$ cat src/input_mux_pkg.sv
/*
 * Shared widths, address fields, register bit positions and bus types for
 * the read-data input multiplexer. Imported by every RTL module, by the
 * testbench and by the bound assertion module.
 */
package input_mux_pkg;

   // ==================================================
   // Widths
   // ==================================================
   localparam int word_w = 32; // Data and address width
   localparam int ext_w  = 8;  // External data port, zero-extended on read

   // Register select field inside the address
   localparam int sel_hi = 29;
   localparam int sel_lo = 28;

   // Select codes on adr[29:28]
   localparam logic [1:0] sel_ext     = 2'd0; // External port, no ack
   localparam logic [1:0] sel_mip     = 2'd1; // Machine interrupt pending
   localparam logic [1:0] sel_mie     = 2'd2; // Machine interrupt enable
   localparam logic [1:0] sel_mstatus = 2'd3; // Machine status

   // ==================================================
   // Bit positions in the system registers
   // ==================================================
   localparam int bit_sw   = 3;  // Software source, mie in mstatus
   localparam int bit_tm   = 7;  // Timer source, mpie in mstatus
   localparam int bit_ext  = 11; // External source, reads one in mstatus
   localparam int bit_one  = 12; // Always one in mstatus
   localparam int bit_tinc = 16; // Time-increment source
   localparam int bit_ret  = 17; // Retired-instruction source

   // Interrupt state as kept by the core
   typedef struct packed {
      logic mie;         // Global enable
      logic mpie;        // Previous global enable
      logic msie;        // Software enable
      logic mtie;        // Timer enable
      logic meie;        // External enable
      logic mtimeincie;  // Time-increment enable
      logic mrinstretie; // Retired-instruction enable
      logic msip;        // Software pending
      logic mtip;        // Timer pending
      logic meip;        // External pending
      logic mtimeincip;  // Time-increment pending
      logic mrinstretip; // Retired-instruction pending
   } irq_state_t;

   // Field view of a system register word, one flag per bit position
   // Reserved ranges are sized from the positions so the view stays 32 bits
   typedef struct packed {
      logic [word_w-1:bit_ret+1]   rsv_hi;  // 31:18
      logic                        ret;     // 17
      logic                        tinc;    // 16
      logic [bit_tinc-1:bit_one+1] rsv_mid; // 15:13
      logic                        one;     // 12
      logic                        ext;     // 11
      logic [bit_ext-1:bit_tm+1]   rsv_b;   // 10:8
      logic                        tm;      // 7
      logic [bit_tm-1:bit_sw+1]    rsv_c;   // 6:4
      logic                        sw;      // 3
      logic [bit_sw-1:0]           rsv_lo;  // 2:0
   } csr_fields_t;

   /* Built through f, consumed through raw.
    * mip and mie share the layout, mstatus reuses sw, tm, ext and one
    */
   typedef union packed {
      logic [word_w-1:0] raw; // Word as seen by the read path
      csr_fields_t       f;   // Flag view for construction
   } csr_word_u;

   // ==================================================
   // Core-side request
   // ==================================================
   typedef struct packed {
      logic [word_w-1:0] adr;     // Byte address
      logic              stb;     // High selects I/O, low selects SRAM
      logic              sra_msb; // Shifted into bit 31 of adr >> 1
   } bus_req_t;

endpackage

$ cat src/input_mux_top.sv
/*
 * Read-data input multiplexer of the core. Joins the I/O decode and the
 * capture-and-blend stage; sysreg_ack is combinational, di follows one
 * cycle after the request.
 */
`timescale 1ns/1ns

module input_mux_top (
   input  logic                                clk,
   input  logic                                rst_n,      // Synchronous, active low
   input  input_mux_pkg::bus_req_t             req,        // Address, strobe, shift-in bit
   input  input_mux_pkg::irq_state_t           irq,        // Interrupt state for the CSR words
   input  logic [input_mux_pkg::ext_w-1:0]     din,        // External data port
   input  logic [input_mux_pkg::word_w-1:0]    sram_data,  // SRAM read word
   input  logic [input_mux_pkg::word_w-1:0]    ram_data,   // Internal RAM word
   input  logic                                sa00,       // Main select
   input  logic                                qack,       // Qualified acknowledge
   input  logic                                sram_ack,   // SRAM acknowledge
   output logic                                sysreg_ack, // Ack from mip/mie/mstatus
   output logic [input_mux_pkg::word_w-1:0]    di          // Multiplexer output
);
   import input_mux_pkg::*;

   logic [word_w-1:0] io_word; // Decoded I/O word, valid when stb is high

   // ==================================================
   // I/O decode, zero cycles
   // ==================================================
   sysreg_read u_sysreg_read (
      .req        (req),
      .irq        (irq),
      .din        (din),
      .io_word    (io_word),
      .sysreg_ack (sysreg_ack)
   );

   // ==================================================
   // Capture and blend, one cycle
   // ==================================================
   read_blend u_read_blend (
      .clk       (clk),
      .rst_n     (rst_n),
      .req       (req),
      .io_word   (io_word),
      .sram_data (sram_data),
      .ram_data  (ram_data),
      .sa00      (sa00),
      .qack      (qack),
      .sram_ack  (sram_ack),
      .di        (di)
   );

endmodule

$ cat src/read_blend.sv
/*
 * Capture-and-blend stage of the input multiplexer. Registers the SRAM or
 * I/O word and the blend flag, then merges the captured word with the
 * right-shifted address under control of the internal RAM word.
 */
`timescale 1ns/1ns

module read_blend (
   input  logic                                clk,
   input  logic                                rst_n,     // Synchronous, active low
   input  input_mux_pkg::bus_req_t             req,       // Address, strobe, shift-in bit
   input  logic [input_mux_pkg::word_w-1:0]    io_word,   // From the I/O decode
   input  logic [input_mux_pkg::word_w-1:0]    sram_data, // SRAM read word
   input  logic [input_mux_pkg::word_w-1:0]    ram_data,  // Internal RAM word, also blend mask
   input  logic                                sa00,      // Main select
   input  logic                                qack,      // Qualified acknowledge
   input  logic                                sram_ack,  // SRAM acknowledge
   output logic [input_mux_pkg::word_w-1:0]    di         // Multiplexer output
);
   import input_mux_pkg::*;

   logic [word_w-1:0] cap_next;  // Word to capture this edge
   logic [word_w-1:0] cap_q;     // Captured read word
   logic              blend_d;   // Next blend flag
   logic              blend_q;   // Registered blend flag
   logic [word_w-1:0] shadr;     // adr >> 1 with sra_msb on top
   logic [word_w-1:0] merged;    // Bitwise blend

   // ==================================================
   // Capture path
   // ==================================================

   // Strobe high means an I/O access, low means SRAM
   assign cap_next = req.stb ? io_word : sram_data;

   // Any acknowledge or the main select opens the blend next cycle
   assign blend_d = sa00 | qack | sram_ack;

   always_ff @(posedge clk) begin
      if (!rst_n) begin
         cap_q   <= '0;
         blend_q <= 1'b0;
      end else begin
         cap_q   <= cap_next; // New read may start every cycle
         blend_q <= blend_d;
      end
   end

   // ==================================================
   // Blend path
   // ==================================================

   // Shift uses the current address, not the captured one
   assign shadr = {req.sra_msb, req.adr[word_w-1:1]};

   // ram_data one takes the captured bit, zero takes the shifted address bit
   assign merged = (ram_data & cap_q) | (~ram_data & shadr);

   always_comb begin
      if (blend_q)
         di = merged;
      else
         di = ram_data; // Plain pass of the internal RAM word
   end

endmodule

$ cat src/sysreg_read.sv
/*
 * I/O read decode. Picks the zero-extended external port or one of the
 * machine interrupt pending, enable and status words by adr[29:28], and
 * gives the system-register acknowledge in the same cycle.
 */
`timescale 1ns/1ns

module sysreg_read (
   input  input_mux_pkg::bus_req_t             req,        // Address and strobe
   input  input_mux_pkg::irq_state_t           irq,        // Interrupt state
   input  logic [input_mux_pkg::ext_w-1:0]     din,        // External data port
   output logic [input_mux_pkg::word_w-1:0]    io_word,    // Selected I/O word
   output logic                                sysreg_ack  // Ack for mip/mie/mstatus
);
   import input_mux_pkg::*;

   logic [1:0]        sel;      // Register select field
   logic [word_w-1:0] ext_word; // External port, zero-extended
   csr_word_u         mip_w;    // Pending register
   csr_word_u         mie_w;    // Enable register
   csr_word_u         mst_w;    // Status register

   assign sel = req.adr[sel_hi:sel_lo];

   // Upper bits of a narrow port read as zero
   assign ext_word = {{(word_w-ext_w){1'b0}}, din};

   // ==================================================
   // System register words
   // ==================================================

   // MIP
   always_comb begin
      mip_w      = '0;
      mip_w.f.sw   = irq.msip;
      mip_w.f.tm   = irq.mtip;
      mip_w.f.ext  = irq.meip;
      mip_w.f.tinc = irq.mtimeincip;
      mip_w.f.ret  = irq.mrinstretip;
   end

   // MIE, same layout as MIP
   always_comb begin
      mie_w      = '0;
      mie_w.f.sw   = irq.msie;
      mie_w.f.tm   = irq.mtie;
      mie_w.f.ext  = irq.meie;
      mie_w.f.tinc = irq.mtimeincie;
      mie_w.f.ret  = irq.mrinstretie;
   end

   /* MSTATUS. Only machine mode exists, so MPP (bits 12:11)
    * is hardwired to 2'b11
    */
   always_comb begin
      mst_w     = '0;
      mst_w.f.sw  = irq.mie;  // Bit 3
      mst_w.f.tm  = irq.mpie; // Bit 7
      mst_w.f.ext = 1'b1;     // MPP low bit
      mst_w.f.one = 1'b1;     // MPP high bit
   end

   // ==================================================
   // Select and acknowledge
   // ==================================================
   always_comb begin
      unique case (sel)
         sel_ext:     io_word = ext_word;
         sel_mip:     io_word = mip_w.raw;
         sel_mie:     io_word = mie_w.raw;
         sel_mstatus: io_word = mst_w.raw;
         default:     io_word = ext_word;
      endcase
   end

   // External port reads are acked by the device, not here
   assign sysreg_ack = req.stb & (sel != sel_ext);

endmodule
$ cat config.mk
export PLATFORM = sky130hd
export DESIGN_NAME = input_mux_top
export DESIGN_NICKNAME = d
export VERILOG_FILES = /design/src/input_mux_pkg.sv /design/src/input_mux_top.sv /design/src/read_blend.sv /design/src/sysreg_read.sv
export SDC_FILE = /design/constraint.sdc
export NUM_CORES = 1
export LEC_CHECK = 0
export BUFFER_PORTS_ARGS = -buffer_cell sky130_fd_sc_hd__buf_4
export CAP_MARGIN = 5
export CORE_MARGIN = 5
export CORE_UTILIZATION = 30
export DETAILED_ROUTE_END_ITERATION = 6
export PLACE_DENSITY = 0.75
export SYNTH_ARGS = -nofsm -noshare
export SYNTH_HDL_FRONTEND = slang
export SYNTH_SLANG_ARGS = --single-unit
$ cat constraint.sdc
create_clock -name clk -period 1.2 [get_ports clk]
set_input_delay 0.12 -clock clk [delete_from_list [all_inputs] [get_ports clk]]
set_output_delay 0.12 -clock clk [all_outputs]
set_load 0.1 [all_outputs]
# Word level (Yosys, flattened, before mapping)
# Index checks and enable logic that the tools add are counted.
# W data, S select, Z words.
word_totals:
  elab_cells: 17
  register_bits: 33
  in_bits: 123
classes:
  bitwise_logic: 7
  muxes: 3
  eq_ne: 3
  n_reduce_logical: 2
op_table:
  columns: ["op", "count"]
  rows:
  - ["$pmux W32 S4", 1]
  - ["$and A32 B32 Y32", 2]
  - ["$mux W32", 2]
  - ["$not A32 Y32", 1]
  - ["$or A32 B32 Y32", 1]
  - ["$eq A2 B2 Y1 const B", 2]
  - ["$eq A2 B1 Y1 const B", 1]
  - ["$logic_not A2 Y1", 1]
  - ["$or A1 B1 Y1", 2]
  - ["$reduce_bool A2 Y1", 1]
  - ["$and A1 B1 Y1", 1]

# Depth between registers and ports, before layout
# Gate-level depths: netlist of the first run.
logic_depth:
  depth_word: 4
  depth_mapped: 4
  mapped_depth_nobuf: 3

# By module
# A second synthesis of the first run with hierarchy kept.
hier_totals:
  hier_cells: 247
  area_unflattened_um2: 2113.3
modules_own_cells:
  columns: ["module", "cells_each", "area_each_um2", "seq_area_each_um2", "instances"]
  rows:
  - ["read_blend", 208, 1809.2, 660.6, 1]
  - ["sysreg_read", 39, 304.0, 0.0, 1]

# Least setup slack after synthesis of the first run
# No wires, ideal clock.
synth_path:
  path_kind: "flip-flop to output port"
  from: "reg u_read_blend.blend_q"
  to: "out di[0] in the netlist's numbering"
  path_stages_with_launch: 5
  required_time_ns: 1.080
  arrival_time_ns: 2.241
  path_buffers: 2
  path_slack_ns: -1.161
  path_cell_list: "dfxtp_1 -> buf_2 -> buf_2 -> a21oi_1 -> a31oi_1"
synth_via:
  elab_chain_cells: 1
synth_rtl:
  columns: ["element", "line_no", "text"]
  rows:
  - ["start, declared", "read_blend.sv:25", "logic blend_q;"]
  - ["start signal, assigned", "read_blend.sv:45", "blend_q <= blend_d;"]
  - ["$mux W32", "read_blend.sv:60", "if (blend_q)"]
  - ["end, declared", "input_mux_top.sv:20", "output logic [input_mux_pkg::word_w-1:0] di"]
# Every way passes these cells.

# Final worst setup path of the first run
layout_path:
  from: "reg u_read_blend.blend_q"
  to: "out di[8] in the netlist's numbering"
# Same word-level chain as after synthesis.

==> impl_results.md, run 1 <==
* Max VDD drop at between 0.9 and 1 mV
* Setup Crit Path Kind: flop to output pin
* Synth top area cells: dfxtp_1, a31oi_1, a21oi_1
* P&R area growth vs syn at 163%
* RSZ-0062 raised after global routing: yes
* Synth top area share at 41.5%
* Hold crit path type: input pin to flop
* Max Slew Vio Count at 0
* Die area at 6870 µm²
* Gpl congestion at between 0.7 and 0.8
* Placed Instances at 419
* Status: finished with violations
* Post-Synthesis Cells at 195
* Fraction of registers with async set/reset at 0%
* Port bufs at 154
* Rows at 26
* Pin count of the biggest net entering global routing at 27
* WL final at 8240 µm
* Worst hold stages at 2
* IO Pins at 156
* Max Fanout on Critical Path at 16
* Initial core utilization at 31.0%
* Post-synthesis average cell area at 8.17 µm²
* # H-tree levels at 2
* Synth Area in XOR/XNOR at 0%
* Crit-path slowest cell: dfxtp_4
* Via count at 2149
* First-pass GRT wire length at ~12000 µm
* Slowest stage delay, CP at 0.48 ns
* Leak at between 1.5 and 2 nW
* Synth Area in Compound Gates at 30.6%
* TritonCTS Buffers at 5
* Endpoints failing setup at 32
* Clk slew on worst S/H paths at 0.08 ns
* Antenna violations before repair at 0
* Cell area power density at 1050 nW/µm²
* Synth Register Bits at 33
* Max Clk Rate at 0.632 GHz
* Syn. warnings at 0
* Global Route met2 Usage at 44.0%
* Number of distinct library cells after synthesis at 24
* Mux contribution to synthesized area at 4.08%
* Final Cell Area at 4180 µm²
* Layout cell share with drive strength beyond 1 at 68.6%
* Die Width at around 83 µm
* Final period utilization at 132%
* Non-Filler Instances at 436
* Worst slew pin tran at 0.888 ns
* M1 GR Usage at 20.8%
* Register area at 664 µm²
* Total power at 4.41 mW
* Startpoint Class: flop
* Pre-antenna DRT Iters at 4
* Post-Place Cell Area at 3430 µm²
* Synth cell count leaders: a21oi_1, dfxtp_1, inv_1
* DR vias/cell at 4.93
* Global route hottest layer: met2
* Hold path startpoint: sram_data[27]
* FILL cells at 311
* Total grt overflow at 0
* Final #Nets at 488
* Placed wire-length estimate at around 5300 µm
* Max_slew headroom at 40.5%
* # DRC at 0
* Critical path endpoint category: output pin
* Area occupied by multi-input gates at 1340 µm²
* Max cap viols at 0
* Worst Path Arrival at 1.46 ns
* Vias in the first global route at 2379
* Data required, critical path at 1.08 ns
* Main combinational cell family by area after synthesis: compound AO/OA/AOI/OAI gates
* Post-synth top flop: dfxtp_1
* GRT Overall Usage at 22.5%
* Die height at 82.9 µm
* CTS Sinks at 33
* Sequential share of the synthesized area at roughly two fifths
* Crit path time final at 1.58 ns
* Ant. Diodes at 0
* DRT antenna net count at 0
* Hold buffer count at cts at 0
* Final worst setup slack at -0.383 ns
* Syn_nets at 318
* Final core occ at about four fifths
* Hold Path End: u_read_blend.cap_q[27]
* M3 GR Usage at 7.92%
* Cells along the critical path: buf_16 > a21oi_2 > a31oi_4 > buf_12
* Final Hold Vio Count at 0
* Largest area contributor in the netlist: dfxtp_1
* Post-Synth Simple-Gate Area at 11.8%
* Mapped Area at 1590 µm²
* Avg WL per Cell at 18.9 µm
* CTS tree: yes
* Root Driver: clkbuf_8
* Post-synthesis adder-cell area fraction at 0%
* Failing checks: negative setup slack
* Core box area at 5140 µm²
* EDFF count, synth at 0
* Max clock buf depth at 2
* Count leader, synth: a21oi_1
* First DRT Iteration DRCs at 57
-- where the power goes --
part | total, mW | internal, mW | switching [mW]
Combinational | 2.23 | 0.955 | 1.27
Clock | 1.00 | 0.538 | 0.465
Sequential | 1.17 | 1.15 | 0.0267
Total | 4.41 | 2.64 | 1.77
-- how the worst max path moves through the flow --
stage | to | slack [ns] | depth (start not counted) | from
2_1_floorplan | di[0] | -0.18 | 3 | u_read_blend.blend_q
3_3_place_gp | di[19] | -0.09 | 4 | u_read_blend.blend_q
3_5_place_dp | di[12] | -0.14 | 4 | u_read_blend.blend_q
4_1_cts | di[18] | -0.36 | 4 | u_read_blend.blend_q
5_1_grt | di[7] | -0.43 | 4 | u_read_blend.blend_q
6_report | di[8] | -0.38 | 4 | u_read_blend.blend_q
-- cell families (layout without fill, tap and decap cells) --
| logic type | count (synthesis) | count (layout) |
|---|---|---|
| AOI/OAI and AO/OA | 82 | 82 |
| buffers and inverters | 46 | 217 |
| DFF | 33 | 33 |
| and+or+nand+nor | 30 | 30 |
| muxes | 4 | 4 |
-- registers in the layout, indices dropped and copies added (netlist names) --
name                  count
u_read_blend.blend_q      1
u_read_blend.cap_q       32
-- cell usage in the layout, fill, tap and decap left out, drive strengths merged --
master	instances
a21oi	35
buf	175
o22ai	1
a21boi	1
nand2	1
o31a	1
o21a	1
clkinvlp	1
mux4	2
clkbuf	7
o21ai	3
nand3	1
dfxtp	33
and2	21
mux2i	2
nor2b	5
a31oi	32
a22oi	2
nand2b	1
clkinv	1
inv	33
a22o	6
nor3	1
-- repair_timing --
item	in CTS	in global routing
setup endpoints to repair	32	32
cloned	2	1
buffers inserted	4	2
gates resized for setup	110	12
-- routing by layer --
layer,vias up,part of all wire (%)
li1,1021,-
met1,1025,31
met2,87,60
met3,16,6.3
met4,0,2.4
met5,-,0
-- critical path, delay by kind of cell (launching register included) --
family | cells | cell delay, ns
DFF | 1 | 0.48
buffers and inverters | 2 | 0.40
AOI/OAI and AO/OA | 2 | 0.27
-- per-stage QoR --
step / setup WS (ns) / hold slack, ns / TNS (ns)
after floorplan: -0.185 / 0.238 / -5.37
after global placement: -0.0923 / 0.321 / -3.45
after detailed placement: -0.137 / 0.324 / -4.79
after CTS: -0.361 / 0.0141 / -10.66
after global routing: -0.428 / 0.0137 / -12.66
final: -0.383 / 0.0185 / -11.07
-- cell type report --
| class | count | area share [%] |
|---|---|---|
| inverter | 33 | 2.96 |
| clock inverter | 2 | 0.389 |
| tap | 70 | 2.09 |
| timing repair buffer | 176 | 44.3 |
| sequential | 33 | 15.9 |
| clock buffer | 6 | 2.24 |
| multi-input combinational | 116 | 32.1 |
No activity file was read; power rests on OpenSTA's default activity.
==> run 2, diff against run 1 <==
Settings changed: ABC_AREA set to 1.
==> run 2 against run 1 <==
Net effect:
- the run still ends with negative setup slack left
- maximum frequency rose by 8.1%
- critical path type unchanged
- count of clock-buffer cells in the layout grew 2
- cell area shrank 7.4%
- critical path depth is 2 higher
- first-iteration DRC count decreased by 3.5%
- die area is 0.28% higher
==> impl_results.md, run 2 <==
* Synth Register Bits at 33 (unchanged)
* Post-Place Worst Slack at -0.111 ns (+0.0255 ns)
* Max reg flops at 32 (unchanged)
* Setup Crit Path Kind: flop to output pin
* Final period utilization at 122% (-9.9 points)
* Failing checks: negative setup slack
* Gpl congestion at 0.814 (+15%)
* Hold crit path type: input pin to flop
* Ant. Diodes at 0 (unchanged)
* Pre-antenna DRT Iters at 4 (unchanged)
* Crit path time final at 1.46 ns (-0.119 ns)
* TritonCTS Buffers at 5 (unchanged)
* Largest area contributor in the netlist: dfxtp_1
* Startpoint Class: flop
* Die area at 6890 µm² (+0.28%)
* Port bufs at 154 (unchanged)
* CTS Sinks at 33 (unchanged)
* Synth top area share at 41.3% (-0.13 points)
* Fraction of registers with async set/reset at 0% (unchanged)
* Worst Path Arrival at 1.34 ns (-0.12 ns)
* Max Clk Rate at 0.683 GHz (+8.1%)
* Largest regs: u_read_blend.cap_q x32, u_read_blend.blend_q x1
* Layout cell share with drive strength beyond 1 at 59.0% (-9.6 points)
* CTS tree: yes
* EDFF count, synth at 0 (unchanged)
* Die height at 83.0 µm (+0.14%)
* Sequential share of the synthesized area at 41.3% (-0.13 points)
* Placed wire-length estimate at 5340 µm (+0.76%)
* Synth Area in XOR/XNOR at 0% (unchanged)
* Post-Synthesis Cells at 242 (+24%)
* # H-tree levels at 2 (unchanged)
* Root Driver: clkbuf_8
* Pin count of the biggest net entering global routing at 21 (-22%)
* Synth cell count leaders: nand2_1, o21ai_1, dfxtp_1
* Syn. warnings at 0 (unchanged)
* Total grt overflow at 0 (unchanged)
* Core box area at 5140 µm² (unchanged)
* IO Pins at 156 (unchanged)
* Final worst setup slack at -0.263 ns (+0.119 ns)
* Most frequent cells in the layout: buf_4, nand2_1, o21ai_4
* Leak at 1.81 nW (+4.7%)
* Max cap viols at 0 (unchanged)
* Max VDD drop at 0.549 mV (-40%)
* Cell area power density at 1050 nW/µm² (-0.80%)
* Avg WL per Cell at 15.1 µm (-20%)
* Post-Place Cell Area at 3240 µm² (-5.4%)
* Status: finished with violations
* DR vias/cell at 4.74 (-3.8%)
* Count leader, synth: nand2_1
* Main combinational cell family by area after synthesis: compound AO/OA/AOI/OAI gates
* Antenna violations before repair at 0 (unchanged)
* Mux contribution to synthesized area at 0% (-4.1 points)
* FILL cells at 368 (+18%)
* Max Slew Vio Count at 0 (unchanged)
* Final Hold Vio Count at 0 (unchanged)
* Synth Area in Compound Gates at 24.5% (-6.1 points)
* Post-synthesis average cell area at 6.60 µm² (-19%)
* DRT antenna net count at 0 (unchanged)
* Syn_nets at 365 (+15%)
* Post-synthesis adder-cell area fraction at 0% (unchanged)
* Via count at 2237 (+4.1%)
* Endpoints failing setup at 32 (unchanged)
* Rows at 26 (unchanged)
* Register area at 662 µm² (-0.38%)
* Commonest non-fill, non-tap cell in the layout: buf_4
* Die Width at 83.0 µm (+0.14%)
* Final Cell Area at 3870 µm² (-7.4%)
* Post-Synth Simple-Gate Area at 24.4% (+13 points)
* Post-synth top flop: dfxtp_1
* First-pass GRT wire length at 11400 µm (-6.7%)
* First DRT Iteration DRCs at 55 (-3.5%)
* RSZ-0062 raised after global routing: yes
* Largest Register: u_read_blend.cap_q
* Critical path endpoint category: output pin
* Data required, critical path at 1.08 ns (about the same)
* Number of distinct library cells after synthesis at 17 (-29%)
* # DRC at 0 (unchanged)
* Mapped Area at 1600 µm² (+0.31%)
* GRT Overall Usage at 20.0% (-2.5 points)
* Vias in the first global route at 2372 (-0.29%)
* Final #Nets at 524 (+7.4%)
* Clk slew on worst S/H paths at 0.06 ns (-0.02 ns)
* P&R area growth vs syn at 142%
* WL final at 7130 µm (-13%)
* Max clock buf depth at 2 (unchanged)
* Initial core utilization at 31.1% (+0.097 points)
* Max Fanout on Critical Path at 16 (unchanged)
* Max_slew headroom at 82.1% (+42 points)
* Synth top area cells: dfxtp_1, nand2_1, o21ai_1
* Worst slew pin tran at 0.267 ns (-0.621 ns)
* Area occupied by multi-input gates at 1320 µm² (-2.1%)
run 2: changes by cell type in the layout (fill, tap and decap cells not counted), moves of 12 or more:
cell and delta:
a21oi_2 -29, a31oi_4 -32, and2_1 -21, nand2_1 +58, nand3_1 +12, nor2_1 +20
o21ai_2 +25, o21ai_4 +35
run 2: path summary, 6_finish.rpt:
kind	start	to	cells past startpoint	slack, ns
worst min-delay path	sram_data[7]	u_read_blend.cap_q[7]	3	0.04
worst max-delay path	u_read_blend.blend_q	di[9]	6	-0.26
run 2: per-stage QoR:
step,std cells,setup TNS (ns),hold slack [ns],util [%],power [mW]
global placement,464,-1.06,0.316,63.1,2.88
CTS,472,-6.73,0.0353,73.9,4.00
finish,472,-6.74,0.0412,75.3,4.05
global route,472,-8.49,0.0363,75.3,4.20
detailed placement,464,-1.69,0.321,63.1,2.90
floorplan,242,-2.42,0.230,-,2.31
run 2: routing by layer:
metal  up-vias  wire length [µm]  track usage [%]  part of all wire, %
met4         0               332             9.96                  4.7
met5         -                 0                0                    0
li1       1102                 -                -                    -
met1      1011              2600             21.0                   36
met2        98              3760             36.4                   53
met3        26               442             5.45                  6.2
run 2: where the power goes:
| part | switching (mW) | internal [mW] | total, mW | leakage (nW) |
|---|---|---|---|---|
| combinational | 1.24 | 0.827 | 2.06 | 1.49 |
| sequential | 0.0346 | 1.15 | 1.19 | 0.272 |
| clock | 0.385 | 0.412 | 0.797 | 0.0395 |
run 2: cell type report:
cell class                      count  area share, %
Multi-Input combinational cell    171           34.0
Clock buffer                        8           2.07
Inverter                           29           2.81
Timing Repair Buffer              161           41.8
Tap cell                           70           2.26
Sequential cell                    33           17.1
run 2: what timing repair did:
action / in CTS / in global routing
buffers inserted: 0 / 0
hold buffers: 0 / 0
endpoints found under the setup margin: 32 / 32
endpoints found under the hold margin: 0 / 0
gates resized for setup: 130 / 15
pin swaps: 1 / 0
run 2: cells by family after synthesis:
logic type             Yosys count
and+or+nand+nor                 96
AOI/OAI and AO/OA               75
buffers and inverters           38
DFF                             33
run 2: worst max-delay path: stages, from the launching register on:
cell and delay, ns:
dfxtp_2 0.34, inv_2 0.10, buf_12 0.18, o21ai_2 0.07, buf_4 0.13, o21ai_4 0.06, buf_12 0.19
==> run 3, diff against run 2 <==
Settings changed: CORE_MARGIN 5 to not set.
==> run 3 against run 2 <==
Net effect:
- the run still ends with negative setup slack left
- worst hold slack lost 0.011 ns
- flip-flop and latch count unchanged
- critical path depth is 1 lower
- non-clock buffer count grew 3
- count of clock-buffer cells in the layout is 3 lower
- largest power group unchanged
- global-route usage up 3.1 points
- via count is 1.2% higher
==> impl_results.md, run 3 (synthesis gave the netlist of run 2 again) <==
* Status: finished with violations
* Commonest non-fill, non-tap cell in the layout: buf_4
* Avg WL per Cell at 14.7 µm (-2.8%)
* Cell area power density at 1060 nW/µm² (+1.1%)
* Antenna violations before repair at 0 (unchanged)
* Root Driver: clkbuf_8
* CTS Sinks at 33 (unchanged)
* DR vias/cell at 4.78 (+0.78%)
* Switching portion of total power at 39.3% (-1.6 points)
* Largest Register: u_read_blend.cap_q
* Crit path time final at 1.45 ns (-0.0168 ns)
* P_sw at 1.72 mW (+3.6%)
* RSZ-0062 raised after global routing: yes
* Rows at 26 (unchanged)
* Max Clk Rate at 0.691 GHz (+1.2%)
* Die Width at 75.0 µm (-9.6%)
* Vias in the first global route at 2215 (-6.6%)
* Final Hold Vio Count at 0 (unchanged)
* Reg power frac at 27.4% (-1.9 points)
* Max Fanout on Critical Path at 6 (-10)
* Critical path endpoint category: output pin
* Clk slew on worst S/H paths at 0.07 ns (about the same)
* Max_slew headroom at 81.4% (-0.77 points)
* Final period utilization at 121% (-1.4 points)
* Layout cell share with drive strength beyond 1 at 60.1% (+1.2 points)
* Pin count of the biggest net entering global routing at 21 (unchanged)
* Non-Filler Instances at 474 (+0.42%)
* Max VDD drop at 0.535 mV (-2.4%)
* Final Cell Area at 4130 µm² (+6.7%)
* Hold path startpoint: sram_data[3]
* Port bufs at 154 (unchanged)
* Setup Crit Path Kind: flop to output pin
* Data required, critical path at 1.08 ns (about the same)
* Combinational fraction of design power at 49.6% (-1.4 points)
* Leak at 1.88 nW (+4.3%)
* Failing checks: negative setup slack
* # H-tree levels at 2 (unchanged)
* Max cap viols at 0 (unchanged)
* Startpoint Class: flop
* Setup TNS at -7.08 ns (-0.341 ns)
* Most frequent cells in the layout: buf_4, nand2_1, o21ai_4
* CP Launch Point: u_read_blend.blend_q
* Placed Instances at 466 (+0.43%)
* Core box area at 5110 µm² (-0.63%)
* Placed wire-length estimate at 4790 µm (-10%)
* Worst slew pin tran at 0.282 ns (+0.0144 ns)
* WL final at 6960 µm (-2.4%)
* # DRC at 0 (unchanged)
* Max clock buf depth at 2 (unchanged)
* Ant. Diodes at 0 (unchanged)
* Post-Place Cell Area at 3250 µm² (about the same)
* TritonCTS Buffers at 5 (unchanged)
* Pre-antenna DRT Iters at 4 (unchanged)
* Worst Path Arrival at 1.33 ns (about the same)
* Total grt overflow at 0 (unchanged)
* FILL cells at 314 (-15%)
* IO Pins at 156 (unchanged)
* Gpl congestion at 0.734 (-9.8%)
* Largest regs: u_read_blend.cap_q x32, u_read_blend.blend_q x1
* Endpoints failing setup at 32 (unchanged)
* Hold crit path type: input pin to flop
* First DRT Iteration DRCs at 42 (-24%)
* Clk network pwr share at 22.9% (+3.2 points)
* Initial core utilization at 31.3% (+0.20 points)
* DRT antenna net count at 0 (unchanged)
* Max reg flops at 32 (unchanged)
* Final #Nets at 527 (+0.57%)
* GRT Overall Usage at 23.1% (+3.1 points)
* Die height at 75.0 µm (-9.6%)
* CTS tree: yes
* Max Slew Vio Count at 0 (unchanged)
* Die area at 5620 µm² (-18%)
* Via count at 2264 (+1.2%)
* Total power at 4.36 mW (+7.9%)
* P&R area growth vs syn at 158%
* Pint at 2.65 mW (+11%)
* First-pass GRT wire length at 9710 µm (-15%)
* Final worst setup slack at -0.247 ns (+0.0168 ns)
[run 3: cell types whose count changed in the layout (fill, tap and decap cells not counted), moves of 3 or more]
| cell | delta |
|---|---|
| clkbuf_1 | -3 |
| o21ai_4 | +16 |
| buf_12 | +5 |
| o21ai_2 | -16 |
| buf_8 | -3 |
[run 3: final cells by class]
cell class,count,area [µm²],area share [%]
clock inverters,2,35.0,0.848
well taps,70,87.6,2.12
multi-input cells,171,1440,34.8
repair buffers,164,1720,41.6
clock buffers,5,68.8,1.67
flip-flops and latches,33,664,16.1
inverters,29,116,2.82
[run 3: worst paths after layout]
kind | slack, ns | cells after the start | to
setup / recovery | -0.25 | 5 | di[19]
hold / removal | 0.03 | 3 | u_read_blend.cap_q[3]
[run 3: power by group through the flow]
stage	clock, mW	sequential [mW]	combinational [mW]
6_report	1.00	1.20	2.17
5_1_grt	1.07	1.20	2.25
4_1_cts	1.02	1.19	2.12
3_5_place_dp	0	1.19	1.70
3_3_place_gp	0	1.19	1.68
2_1_floorplan	0	1.18	1.13
[run 3: what timing repair did]
action / in CTS / in global routing
hold buffers: 0 / 0
hold endpoints to repair: 0 / 0
pin swaps: 2 / 1
setup buffers: 0 / 0
cloned: 1 / 1
gates resized for setup: 170 / 9
endpoints found under the setup margin: 32 / 32
[run 3: metal layers]
layer | vias to the layer above | GRT usage [%] | share of wire (%)
li1 | 1108 | - | -
met1 | 1028 | 23.8 | 36
met2 | 109 | 44.8 | 55
met3 | 19 | 4.28 | 6.9
met4 | 0 | 10.5 | 2.5
met5 | - | 0 | 0
[run 3: stage by stage]
step / hold WS (ns) / utilization (%) / worst slack [ns]
after floorplan: 0.230 / - / -0.320
after global placement: 0.319 / 63.5 / -0.0866
after detailed placement: 0.319 / 63.5 / -0.117
after CTS: 0.0229 / 79.3 / -0.259
after global routing: 0.0421 / 80.8 / -0.297
final: 0.0305 / 80.8 / -0.247
[run 3: worst max-delay path, stage by stage (launching register included)]
cell	delay, ns
dfxtp_4	0.40
inv_8	0.07
buf_12	0.14
o21ai_2	0.18
o21ai_4	0.09
buf_12	0.17
